--- src/source/video_gen_settings.svh ---
/*
 * Video generator build settings
 *   - display geometry, horizontal and vertical
 *   - sync polarity
 *   - register reset defaults
 *   - video register numbers
 */
`ifndef VIDEO_GEN_SETTINGS_SVH
`define VIDEO_GEN_SETTINGS_SVH

// horizontal geometry, offscreen pixels come before the visible pixels
`define VG_VISIBLE_WIDTH    16                  // visible pixels per line
`define VG_H_FRONT_PORCH    2                   // pixels before hsync
`define VG_H_SYNC_PULSE     3                   // hsync width in pixels
`define VG_OFFSCREEN_WIDTH  8                   // front porch + sync + back porch
`define VG_TOTAL_WIDTH      (`VG_VISIBLE_WIDTH + `VG_OFFSCREEN_WIDTH)

// vertical geometry, offscreen lines come after the visible lines
`define VG_VISIBLE_HEIGHT   6                   // visible lines per frame
`define VG_V_FRONT_PORCH    1                   // lines before vsync
`define VG_V_SYNC_PULSE     2                   // vsync width in lines
`define VG_TOTAL_HEIGHT     11                  // all lines in a frame

// active level of the sync outputs
`define VG_H_SYNC_POLARITY  0                   // hsync active low
`define VG_V_SYNC_POLARITY  1                   // vsync active high

`define VG_BORDER_RESET     8'h08               // dark grey, shows the block is alive

// video register numbers
`define VG_XR_VID_CTRL      0
`define VG_XR_VID_LEFT      1
`define VG_XR_VID_RIGHT     2
`define VG_XR_SCANLINE      3                   // read only
`define VG_XR_VID_HSIZE     4                   // read only
`define VG_XR_VID_VSIZE     5                   // read only

`endif

--- src/source/video_gen_pkg.sv ---
/*
 * Shared types of the video generator
 *   - vector typedefs for data, colour, counters and interrupts
 *   - scan sequencer state enum
 *   - host register request and scan timing structs
 */
package video_gen_pkg;

    typedef logic [15:0] word_t;                // register data
    typedef logic [7:0]  color_t;               // colour index
    typedef logic [10:0] hres_t;                // horizontal count
    typedef logic [9:0]  vres_t;                // vertical count
    typedef logic [3:0]  reg_num_t;             // register number
    typedef logic [3:0]  intr_t;                // interrupt vector

    // order matters, the sequencers step through it by increment
    typedef enum logic [1:0] {
        SCAN_VISIBLE   = 2'b00,
        SCAN_PRE_SYNC  = 2'b01,
        SCAN_SYNC      = 2'b10,
        SCAN_POST_SYNC = 2'b11
    } scan_state_t;

    typedef struct packed {
        logic     write;                        // 1 = write, 0 = read
        reg_num_t num;
        word_t    data;                         // write data, ignored on reads
    } reg_req_t;

    typedef struct packed {
        logic  hsync;                           // next state is SYNC (horizontal)
        logic  vsync;                           // next state is SYNC (vertical)
        logic  display_ena;                     // next pixel is visible
        logic  line_visible;                    // current line is a visible line
        logic  last_visible_pixel;              // last visible pixel of the frame
        hres_t h_count;                         // registered counters
        vres_t v_count;
    } scan_timing_t;

endpackage

--- src/source/video_timing.sv ---
/*
 * Raster scan sequencer
 *   - horizontal and vertical four-state machines with their counters
 *   - next-state decodes for sync, display enable and frame events
 */
`timescale 1ns/1ps
`include "video_gen_settings.svh"

module video_timing (
    input  logic                         clk,
    input  logic                         reset_i,
    output video_gen_pkg::scan_timing_t  timing_o
);
    import video_gen_pkg::*;

    // end-of-state counts, horizontal
    localparam hres_t H_END_VISIBLE = hres_t'(`VG_TOTAL_WIDTH - 1);
    localparam hres_t H_END_PRE     = hres_t'(`VG_H_FRONT_PORCH - 1);
    localparam hres_t H_END_SYNC    = hres_t'(`VG_H_FRONT_PORCH + `VG_H_SYNC_PULSE - 1);
    localparam hres_t H_END_POST    = hres_t'(`VG_OFFSCREEN_WIDTH - 1);

    // end-of-state counts, vertical
    localparam vres_t V_END_VISIBLE = vres_t'(`VG_VISIBLE_HEIGHT - 1);
    localparam vres_t V_END_PRE     = vres_t'(`VG_VISIBLE_HEIGHT + `VG_V_FRONT_PORCH - 1);
    localparam vres_t V_END_SYNC    =
        vres_t'(`VG_VISIBLE_HEIGHT + `VG_V_FRONT_PORCH + `VG_V_SYNC_PULSE - 1);
    localparam vres_t V_END_POST    = vres_t'(`VG_TOTAL_HEIGHT - 1);

    scan_state_t h_state;
    scan_state_t h_state_next;
    scan_state_t v_state;
    scan_state_t v_state_next;
    hres_t       h_count;
    hres_t       h_count_next;
    hres_t       h_end;                         // count where h_state advances
    vres_t       v_count;
    vres_t       v_count_next;
    vres_t       v_end;                         // count where v_state advances
    logic        h_line_last_pixel;
    logic        last_frame_pixel;

    always_comb begin
        case (h_state)
            SCAN_VISIBLE:   h_end = H_END_VISIBLE;
            SCAN_PRE_SYNC:  h_end = H_END_PRE;
            SCAN_SYNC:      h_end = H_END_SYNC;
            default:        h_end = H_END_POST;
        endcase
    end

    always_comb begin
        case (v_state)
            SCAN_VISIBLE:   v_end = V_END_VISIBLE;
            SCAN_PRE_SYNC:  v_end = V_END_PRE;
            SCAN_SYNC:      v_end = V_END_SYNC;
            default:        v_end = V_END_POST;
        endcase
    end

    assign h_state_next = (h_count == h_end) ? scan_state_t'(h_state + 2'd1) : h_state;
    assign h_line_last_pixel = (h_state == SCAN_VISIBLE) && (h_state_next == SCAN_PRE_SYNC);

    // vertical only moves on the last pixel of a line
    assign v_state_next = (h_line_last_pixel && v_count == v_end) ?
                          scan_state_t'(v_state + 2'd1) : v_state;
    assign last_frame_pixel = h_line_last_pixel && (v_state == SCAN_POST_SYNC) &&
                              (v_state_next == SCAN_VISIBLE);

    always_comb begin
        h_count_next = h_count + hres_t'(1);
        v_count_next = v_count;
        if (h_line_last_pixel) begin
            h_count_next = '0;
            v_count_next = last_frame_pixel ? '0 : v_count + vres_t'(1);
        end
    end

    always_ff @(posedge clk) begin
        if (reset_i) begin
            h_state <= SCAN_VISIBLE;
            v_state <= SCAN_VISIBLE;
            h_count <= hres_t'(`VG_OFFSCREEN_WIDTH);   // first visible pixel
            v_count <= '0;
        end else begin
            h_state <= h_state_next;
            v_state <= v_state_next;
            h_count <= h_count_next;
            v_count <= v_count_next;
        end
    end

    assign timing_o.hsync              = (h_state_next == SCAN_SYNC);
    assign timing_o.vsync              = (v_state_next == SCAN_SYNC);
    assign timing_o.display_ena        = (h_state_next == SCAN_VISIBLE) &&
                                         (v_state_next == SCAN_VISIBLE);
    assign timing_o.line_visible       = (v_state == SCAN_VISIBLE);
    assign timing_o.last_visible_pixel = h_line_last_pixel && (v_state == SCAN_VISIBLE) &&
                                         (v_state_next == SCAN_PRE_SYNC);
    assign timing_o.h_count            = h_count;
    assign timing_o.v_count            = v_count;

endmodule

--- src/source/video_regs.sv ---
/*
 * Video register file
 *   - four-phase req/ack host port
 *   - VID_CTRL, VID_LEFT and VID_RIGHT registers
 *   - read mux with SCANLINE, HSIZE and VSIZE status
 *   - host and vsync interrupt pulses
 */
`timescale 1ns/1ps
`include "video_gen_settings.svh"

module video_regs (
    input  logic                         clk,
    input  logic                         reset_i,
    input  logic                         req_i,
    input  video_gen_pkg::reg_req_t      reg_req_i,
    input  video_gen_pkg::scan_timing_t  timing_i,
    input  video_gen_pkg::intr_t         intr_status_i,
    output logic                         ack_o,
    output video_gen_pkg::word_t         rd_data_o,
    output video_gen_pkg::intr_t         intr_o,
    output video_gen_pkg::color_t        border_color_o,
    output video_gen_pkg::hres_t         vid_left_o,
    output video_gen_pkg::hres_t         vid_right_o
);
    import video_gen_pkg::*;

    localparam reg_num_t XR_VID_CTRL  = reg_num_t'(`VG_XR_VID_CTRL);
    localparam reg_num_t XR_VID_LEFT  = reg_num_t'(`VG_XR_VID_LEFT);
    localparam reg_num_t XR_VID_RIGHT = reg_num_t'(`VG_XR_VID_RIGHT);
    localparam reg_num_t XR_SCANLINE  = reg_num_t'(`VG_XR_SCANLINE);
    localparam reg_num_t XR_VID_HSIZE = reg_num_t'(`VG_XR_VID_HSIZE);
    localparam reg_num_t XR_VID_VSIZE = reg_num_t'(`VG_XR_VID_VSIZE);

    logic  access;                              // one cycle per request
    logic  wr_access;
    word_t rd_mux;

    // a request is taken only while ack is low
    assign access    = req_i && !ack_o;
    assign wr_access = access && reg_req_i.write;

    // ack follows req by one edge, both going up and coming down
    always_ff @(posedge clk) begin
        if (reset_i) begin
            ack_o <= 1'b0;
        end else begin
            ack_o <= req_i;
        end
    end

    always_ff @(posedge clk) begin
        if (reset_i) begin
            border_color_o <= color_t'(`VG_BORDER_RESET);
            vid_left_o     <= '0;
            vid_right_o    <= hres_t'(`VG_VISIBLE_WIDTH);  // window covers the full line
            intr_o         <= '0;
        end else begin
            intr_o <= '0;                       // pulses last one cycle
            if (wr_access) begin
                case (reg_req_i.num)
                    XR_VID_CTRL: begin
                        border_color_o <= reg_req_i.data[15:8];
                        intr_o         <= reg_req_i.data[3:0];
                    end
                    XR_VID_LEFT: begin
                        vid_left_o     <= reg_req_i.data[$bits(hres_t)-1:0];
                    end
                    XR_VID_RIGHT: begin
                        vid_right_o    <= reg_req_i.data[$bits(hres_t)-1:0];
                    end
                    default: begin
                    end
                endcase
            end
            // vsync interrupt, merged with any host pulse on bit 3
            if (timing_i.last_visible_pixel) begin
                intr_o[3] <= 1'b1;
            end
        end
    end

    always_comb begin
        case (reg_req_i.num)
            XR_VID_CTRL:  rd_mux = {border_color_o, 4'b0, intr_status_i};
            XR_VID_LEFT:  rd_mux = word_t'(vid_left_o);
            XR_VID_RIGHT: rd_mux = word_t'(vid_right_o);
            XR_SCANLINE:  rd_mux = {~timing_i.line_visible, 15'(timing_i.v_count)};
            XR_VID_HSIZE: rd_mux = word_t'(`VG_VISIBLE_WIDTH);
            XR_VID_VSIZE: rd_mux = word_t'(`VG_VISIBLE_HEIGHT);
            default:      rd_mux = '0;
        endcase
    end

    // read data held until the next read access
    always_ff @(posedge clk) begin
        if (access && !reg_req_i.write) begin
            rd_data_o <= rd_mux;
        end
    end

endmodule

--- src/source/video_out.sv ---
/*
 * Video output stage
 *   - registered hsync and vsync with their polarity
 *   - registered display enable
 *   - border colour outside the left/right window
 */
`timescale 1ns/1ps
`include "video_gen_settings.svh"

module video_out (
    input  logic                         clk,
    input  logic                         reset_i,
    input  video_gen_pkg::scan_timing_t  timing_i,
    input  video_gen_pkg::color_t        border_color_i,
    input  video_gen_pkg::hres_t         vid_left_i,
    input  video_gen_pkg::hres_t         vid_right_i,
    output logic                         hsync_o,
    output logic                         vsync_o,
    output logic                         de_o,
    output video_gen_pkg::color_t        color_index_o
);
    import video_gen_pkg::*;

    localparam logic  H_POL     = 1'(`VG_H_SYNC_POLARITY);
    localparam logic  V_POL     = 1'(`VG_V_SYNC_POLARITY);
    localparam hres_t OFFSCREEN = hres_t'(`VG_OFFSCREEN_WIDTH);

    hres_t  vis_col;                            // column within the visible area
    logic   in_border;
    color_t color_next;

    assign vis_col    = timing_i.h_count - OFFSCREEN;
    assign in_border  = (vis_col < vid_left_i) || (vis_col >= vid_right_i);
    assign color_next = (timing_i.display_ena && in_border) ? border_color_i : '0;

    // all outputs change on the same edge
    always_ff @(posedge clk) begin
        if (reset_i) begin
            hsync_o       <= ~H_POL;            // inactive level
            vsync_o       <= ~V_POL;
            de_o          <= 1'b0;
            color_index_o <= '0;
        end else begin
            hsync_o       <= timing_i.hsync ? H_POL : ~H_POL;
            vsync_o       <= timing_i.vsync ? V_POL : ~V_POL;
            de_o          <= timing_i.display_ena;
            color_index_o <= color_next;
        end
    end

endmodule

--- src/source/video_gen.sv ---
/*
 * Video generator top level
 *   - scan timing, register file and output stage
 */
`timescale 1ns/1ps

module video_gen (
    input  logic                      clk,
    input  logic                      reset_i,
    input  logic                      req_i,            // host request, four-phase
    input  video_gen_pkg::reg_req_t   reg_req_i,
    output logic                      ack_o,
    output video_gen_pkg::word_t      rd_data_o,
    input  video_gen_pkg::intr_t      intr_status_i,    // pending interrupts, read back
    output video_gen_pkg::intr_t      intr_o,
    output logic                      hsync_o,
    output logic                      vsync_o,
    output logic                      de_o,
    output video_gen_pkg::color_t     color_index_o
);
    import video_gen_pkg::*;

    scan_timing_t timing;
    color_t       border_color;
    hres_t        vid_left;
    hres_t        vid_right;

    video_timing i_timing (
        .clk            (clk),
        .reset_i        (reset_i),
        .timing_o       (timing)
    );

    video_regs i_regs (
        .clk            (clk),
        .reset_i        (reset_i),
        .req_i          (req_i),
        .reg_req_i      (reg_req_i),
        .timing_i       (timing),
        .intr_status_i  (intr_status_i),
        .ack_o          (ack_o),
        .rd_data_o      (rd_data_o),
        .intr_o         (intr_o),
        .border_color_o (border_color),
        .vid_left_o     (vid_left),
        .vid_right_o    (vid_right)
    );

    video_out i_out (
        .clk            (clk),
        .reset_i        (reset_i),
        .timing_i       (timing),
        .border_color_i (border_color),
        .vid_left_i     (vid_left),
        .vid_right_i    (vid_right),
        .hsync_o        (hsync_o),
        .vsync_o        (vsync_o),
        .de_o           (de_o),
        .color_index_o  (color_index_o)
    );

endmodule

--- config.mk ---
export PLATFORM = sky130hd
export DESIGN_NAME = video_gen
export DESIGN_NICKNAME = d
export VERILOG_FILES = /design/src/source/video_gen_pkg.sv /design/src/source/video_timing.sv /design/src/source/video_regs.sv /design/src/source/video_out.sv /design/src/source/video_gen.sv
export VERILOG_INCLUDE_DIRS = /design/src /design/src/source
export SDC_FILE = /design/constraint.sdc
export NUM_CORES = 1
export LEC_CHECK = 0
export ABC_CLOCK_PERIOD_IN_PS = 3300
export BUFFER_PORTS_ARGS = -buffer_cell sky130_fd_sc_hd__buf_2
export CORE_UTILIZATION = 45
export CTS_BUF_LIST = sky130_fd_sc_hd__clkbuf_2
export DETAILED_ROUTE_END_ITERATION = 6
export GPL_TIMING_DRIVEN = 1
export REMOVE_ABC_BUFFERS = 1
export SYNTH_ARGS = -nofsm -noshare
export SYNTH_HDL_FRONTEND = slang
export SYNTH_SLANG_ARGS = --single-unit
--- constraint.sdc ---
create_clock -name clk -period 3.3 [get_ports clk]
set_clock_uncertainty 0.15 [all_clocks]
set_input_delay 0.66 -clock clk [delete_from_list [all_inputs] [get_ports clk]]
set_output_delay 0.66 -clock clk [all_outputs]
set_load 0.01 [all_outputs]
# After elaboration in Yosys (flattened, before gate mapping)
# Cells that the tools add are included.
# word_totals
word_cells	80
inputBits	28
out_inout_bits	32
register_bits	87
# op_classes
bitwise_logic	4
n_lt_le_gt_ge	2
mux	12
n_addsub	5
n_reduce_logical	25
n_eq_ne	16
# op_table
op	n
one-hot mux 16 bit (6 select lines)	1
one-hot mux 5 bit (3 select lines)	1
2-to-1 mux 4 bit	3
one-hot mux 4 bit (3 select lines)	1
adder 11 x 1 -> 11 bit, second input constant	1
== test 11 x 5 -> 1 bit	1
>= comparator 11 bit	1
logical AND 1 bit	11
< comparator 11 bit	1
subtractor 11 x 4 -> 11 bit, second input constant	1
adder 10 x 1 -> 10 bit, second input constant	1
== test 10 x 4 -> 1 bit	1
== test 2 bit, second input constant	5
2-to-1 mux 10 bit	1
== test 2 x 1 -> 1 bit, second input constant	4
== test 4 x 2 -> 1 bit, second input constant	2
== test 4 x 3 -> 1 bit, second input constant	2
zero test 2 bit	4
AND reduction 2 bit	3
adder 2 x 1 -> 2 bit, second input constant	2
== test 4 x 1 -> 1 bit, second input constant	1
zero test 4 bit	1
2-to-1 mux 2 bit	2
inverter 1 bit	4
5 further kinds	9

# Longest topological paths before layout
# logic_depth
depth_word	13
mapped_depth	12
mapped_depth_nobuf	12

# Hierarchy
# A second synthesis with hierarchy kept.
# unflattened
hier_cells	500
area_unflattened_um2	4862.2
# by_module_without_submodules
module	n_inst	seq_area_each_um2	cells_per_inst	area_each_um2
video_regs	1	1181.1	208	2416.1
video_timing	1	500.5	171	1490.2
video_out	1	220.2	121	955.9

# Worst setup path after synthesis
# OpenSTA, ideal clock, no wires.
# synth_timing
path_kind	reg-to-reg
start	register i_timing.h_count[5]
end	register i_out.color_index_o[0]
setup_time_ns	0.142
stages_incl_launch_ff	12
t_required_ns	3.008
setup_slack_ns	0.675
synth_period_minus_slack_ns	2.625
n_path_buf	1
arrival_ns	2.334
cell_sequence	dfxtp_1 -> buf_2 -> nor3_1 -> nand2_1 -> xnor2_1 -> ha_1 -> a211oi_1 -> o211ai_1 -> a21oi_1 -> o221ai_1 -> a31oi_1 -> nor3b_1
# synth_via
elab_chain_cells	11
elab_cells_between_ends	16
classes_between	add/sub: 1; order compare: 2; eq/ne: 2; mux: 2; bitwise: 1; reduce/logical: 8
# synth_rtl
item	line_no	rtl
start: declaration	video_timing.sv:33	hres_t h_count;
start signal: assignment	video_timing.sv:82	h_count <= hres_t'(`VG_OFFSCREEN_WIDTH);
start signal: assignment	video_timing.sv:87	h_count <= h_count_next;
branches (longest 8 deep; another with subtractor 11 x 4 -> 11 bit)	--	
logical AND 1 bit (*)	video_out.sv:34	assign color_next = (timing_i.display_ena && in_border) ? border_color_i : '0;
inverter 1 bit (no source line) (*)	--	
OR reduction 2 bit (no source line) (*)	--	
end signal: assignment	video_out.sv:47	color_index_o <= color_next;
end: declaration	video_out.sv:20	output video_gen_pkg::color_t color_index_o
# Every way passes the cells marked *.
# A chain may end at the register's enable or synchronous reset.

# Worst setup path in the final report
# layout_timing
start	register i_timing.h_count[5]
end	register i_out.color_index_o[4]
# The elaborated chain is that of the path after synthesis.

==> impl_metrics.env <==
export IMPL_layout_commonest_cell="dfxtp_1"
export IMPL_tightest_slew_ps=559.0
export IMPL_antenna_found_initial=0
export IMPL_nNetsFinal=594
export IMPL_syn_area_sq_um=4430
export IMPL_yosys_register_bits=87
export IMPL_grt_pass1_wl_mm=16.44
export IMPL_period_minus_slack_ps=2768
export IMPL_die_area_sq_um=10250
export IMPL_worstSetupPathType="flop to flop"
export IMPL_wl_per_cell_um=15.18
export IMPL_area_growth_pct=12.88
export IMPL_ys_types=58
export IMPL_p_per_area_nw_per_um2=360.8
export IMPL_r2r_end="i_out.color_index_o[4]$_SDFF_PP0_"
export IMPL_core_area_sq_um=9371
export IMPL_wl_met2_mm=4.730
export IMPL_row_count=35
export IMPL_cts_clk_slew_worst_paths_ps=270
export IMPL_crit_arrival_ps=3030
export IMPL_grt_pass1_vias=3290
export IMPL_hold_violations=0
export IMPL_grt_max_degree=25
export IMPL_cts_resized_gates=0
export IMPL_gr_total_overflow=0
export IMPL_reg2reg_from="i_timing.h_count[5]$_SDFF_PP0_"
export IMPL_max_cap_violations=0
export IMPL_cts_tree="done"
export IMPL_start_kind="flop"
export IMPL_end_kind="flop"
export IMPL_h_tree_depth=3
export IMPL_outcome="completed"
export IMPL_top_layer="met4"
export IMPL_r2r_slack_ps=530
export IMPL_globalRouteTotalUtil=0.2113
export IMPL_pin_count=60
export IMPL_totalWireLength_mm=10.10
export IMPL_portBuffers=59
export IMPL_dr_wl_met3_um=305
export IMPL_clock_path_buffers=2
export IMPL_synthArstFlopShare=0
export IMPL_start_util=0.4728
export IMPL_insertedDiodeCount=0
export IMPL_cp_max_fo=8
export IMPL_worstRegToRegCells=11
export IMPL_slew_viol_final=0
export IMPL_yosys_warnings=0
export IMPL_ctsHoldBuffers=0
export IMPL_vias_per_cell=5.177
export IMPL_wl_met1_mm=4.980
export IMPL_vias=3443
export IMPL_max_freq_ghz=0.3613
export IMPL_synth_ff_type="dfxtp_1"
export IMPL_cts_sinks=87
export IMPL_hp_start="reg_req_i[14]"
export IMPL_crit_end="i_out.color_index_o[4]$_SDFF_PP0_"
export IMPL_cts_root_buffer="clkbuf_2"
export IMPL_drc=0
export IMPL_globalplace_congestion=0.9241
export IMPL_finalCritPeriodShare=0.8387
export IMPL_finalSetupTns_ps=0
export IMPL_layout_common_cells="dfxtp_1, nor2_1, buf_2"
export IMPL_syn_inst=471
export IMPL_layout_drive_gt1_share=0.1866
export IMPL_ant_nets=0
export IMPL_rsz0062_at_grt="false"
export IMPL_clkLatencyLatePin_ps=530
export IMPL_setup_viol=0
export IMPL_power_leakage_nw=1.984
export IMPL_crit_path_start="i_timing.h_count[5]$_SDFF_PP0_"
export IMPL_numCtsBuffers=9
export IMPL_post_cts_repair_setup_buffers=0
export IMPL_critical_path_required_ps=3570
export IMPL_syn_avg_cell_area_sq_um=9.407
export IMPL_firstDrtPassIters=4
export IMPL_die_h_um=101.2
export IMPL_fp_dieW_um=101.2
export IMPL_drt_initial_drc_count=97
export IMPL_fin_util=0.5336
export IMPL_relSlewSlack=0.6221
export IMPL_fillers=905
export IMPL_dp_hpwl_mm=7.650
export IMPL_hp_class="primary input to flop"
export IMPL_ys_seq_area_frac=0.4293
export IMPL_synth_edff_count=16
export IMPL_irDropWorstVdd_mv=0.1704
==> metrics by stage <==
step                power, mW  hold slack (ps)  instances  worst slack (ps)  instance area (sq um)
floorplan               1.194            283.9        453             731.3                   4352
global route            1.886            98.65        665             228.5                   5001
global placement        1.268            300.5        650             664.0                   4886
detailed placement      1.270            308.2        650             578.6                   4886
finish                  1.804            163.9        665             532.3                   5001
CTS                     1.831            112.5        665             511.7                   5001
==> cell type report <==
type	instances	area, sq um	area share
Tap cell	129	161.4	0.03227
Clock inverter	6	70.07	0.01401
Sequential cell	87	1902	0.3803
Multi-Input combinational cell	330	2325	0.4648
Inverter	36	135.1	0.02702
Timing Repair Buffer	68	362.8	0.07255
Clock buffer	9	45.04	0.009007
==> cell families (layout without fill, tap and decap cells) <==
group                      count (synthesis)  count (layout)  synth area share
DFF                                       87              87            0.4293
and+or+nand+nor                          166             166            0.1886
muxes                                     25              25           0.05705
xor gates and xnor gates                  32              32           0.06326
buffers and inverters                     54             119           0.04829
adders and majority gates                 34              34           0.09602
AOI/OAI and AO/OA                         73              73            0.1175
==> synthesized netlist by cell type (4+ instances only) <==
library cell   n  area share
ha_1          34       0.096
a211oi_1       8       0.014
nand4_1        6      0.0085
edfxtp_1      16        0.11
o21ai_0       13       0.015
o211ai_1       4      0.0068
and3_1         9       0.013
a22oi_1        5      0.0085
clkbuf_1      11      0.0093
xnor2_1       20       0.040
xor2_1        12       0.024
nor3_1         5      0.0056
nand2_1       37       0.031
mux2i_1       23       0.052
nand3_1       10       0.011
a221o_1        6       0.014
inv_1         36       0.030
and2_1         6      0.0085
nor2_1        61       0.052
nor4_1         4      0.0056
buf_2          5      0.0056
a21oi_1       15       0.017
nor3b_1       10       0.017
dfxtp_1       71        0.32
==> worst min-delay path by stage <==
stage                                       endpoint  slack [ps]  cells after the start
2_1_floorplan  i_regs.border_color_o[4]$_SDFFE_PP0P_         280                      2
4_1_cts        i_regs.border_color_o[5]$_SDFFE_PP0P_         110                      3
5_1_grt        i_regs.border_color_o[6]$_SDFFE_PP0P_         100                      3
6_report       i_regs.border_color_o[6]$_SDFFE_PP0P_         160                      3
3_3_place_gp   i_regs.border_color_o[6]$_SDFFE_PP0P_         300                      2
3_5_place_dp   i_regs.border_color_o[6]$_SDFFE_PP0P_         310                      2
==> report_power, final <==
part | internal [mW] | total (mW) | switching, mW
registers | 1.10 | 1.11 | 0.0115
logic | 0.0551 | 0.138 | 0.0832
clock network | 0.175 | 0.556 | 0.381
==> state kept, by name, summed over array words and instances (netlist names) <==
name and flops:
i_regs.rd_data_o 16, i_regs.vid_left_o 11, i_regs.vid_right_o 11, i_timing.h_count 11, i_timing.v_count 10, i_out.color_index_o 8
i_regs.border_color_o 8, i_regs.intr_o 4, i_timing.h_state 2, i_timing.v_state 2, i_out.de_o 1, i_out.hsync_o 1
i_out.vsync_o 1, i_regs.ack_o 1
==> routing by layer <==
metal | global-route usage | up-vias
li1 | - | 1762
met1 | 0.2759 | 1612
met2 | 0.3621 | 63
met3 | 0.04072 | 6
met4 | 0.04682 | 0
met5 | 0 | -
==> critical path, stage by stage, from the launching register on <==
cell,delay [ps]
dfxtp_1,440
nor3_1,360
nand2_1,120
xnor2_1,240
ha_1,290
a211oi_1,250
o211ai_1,120
a21oi_1,160
o221ai_1,140
a31oi_1,150
buf_4,200
nor3b_1,70
Power figures use the tool's default switching activity.
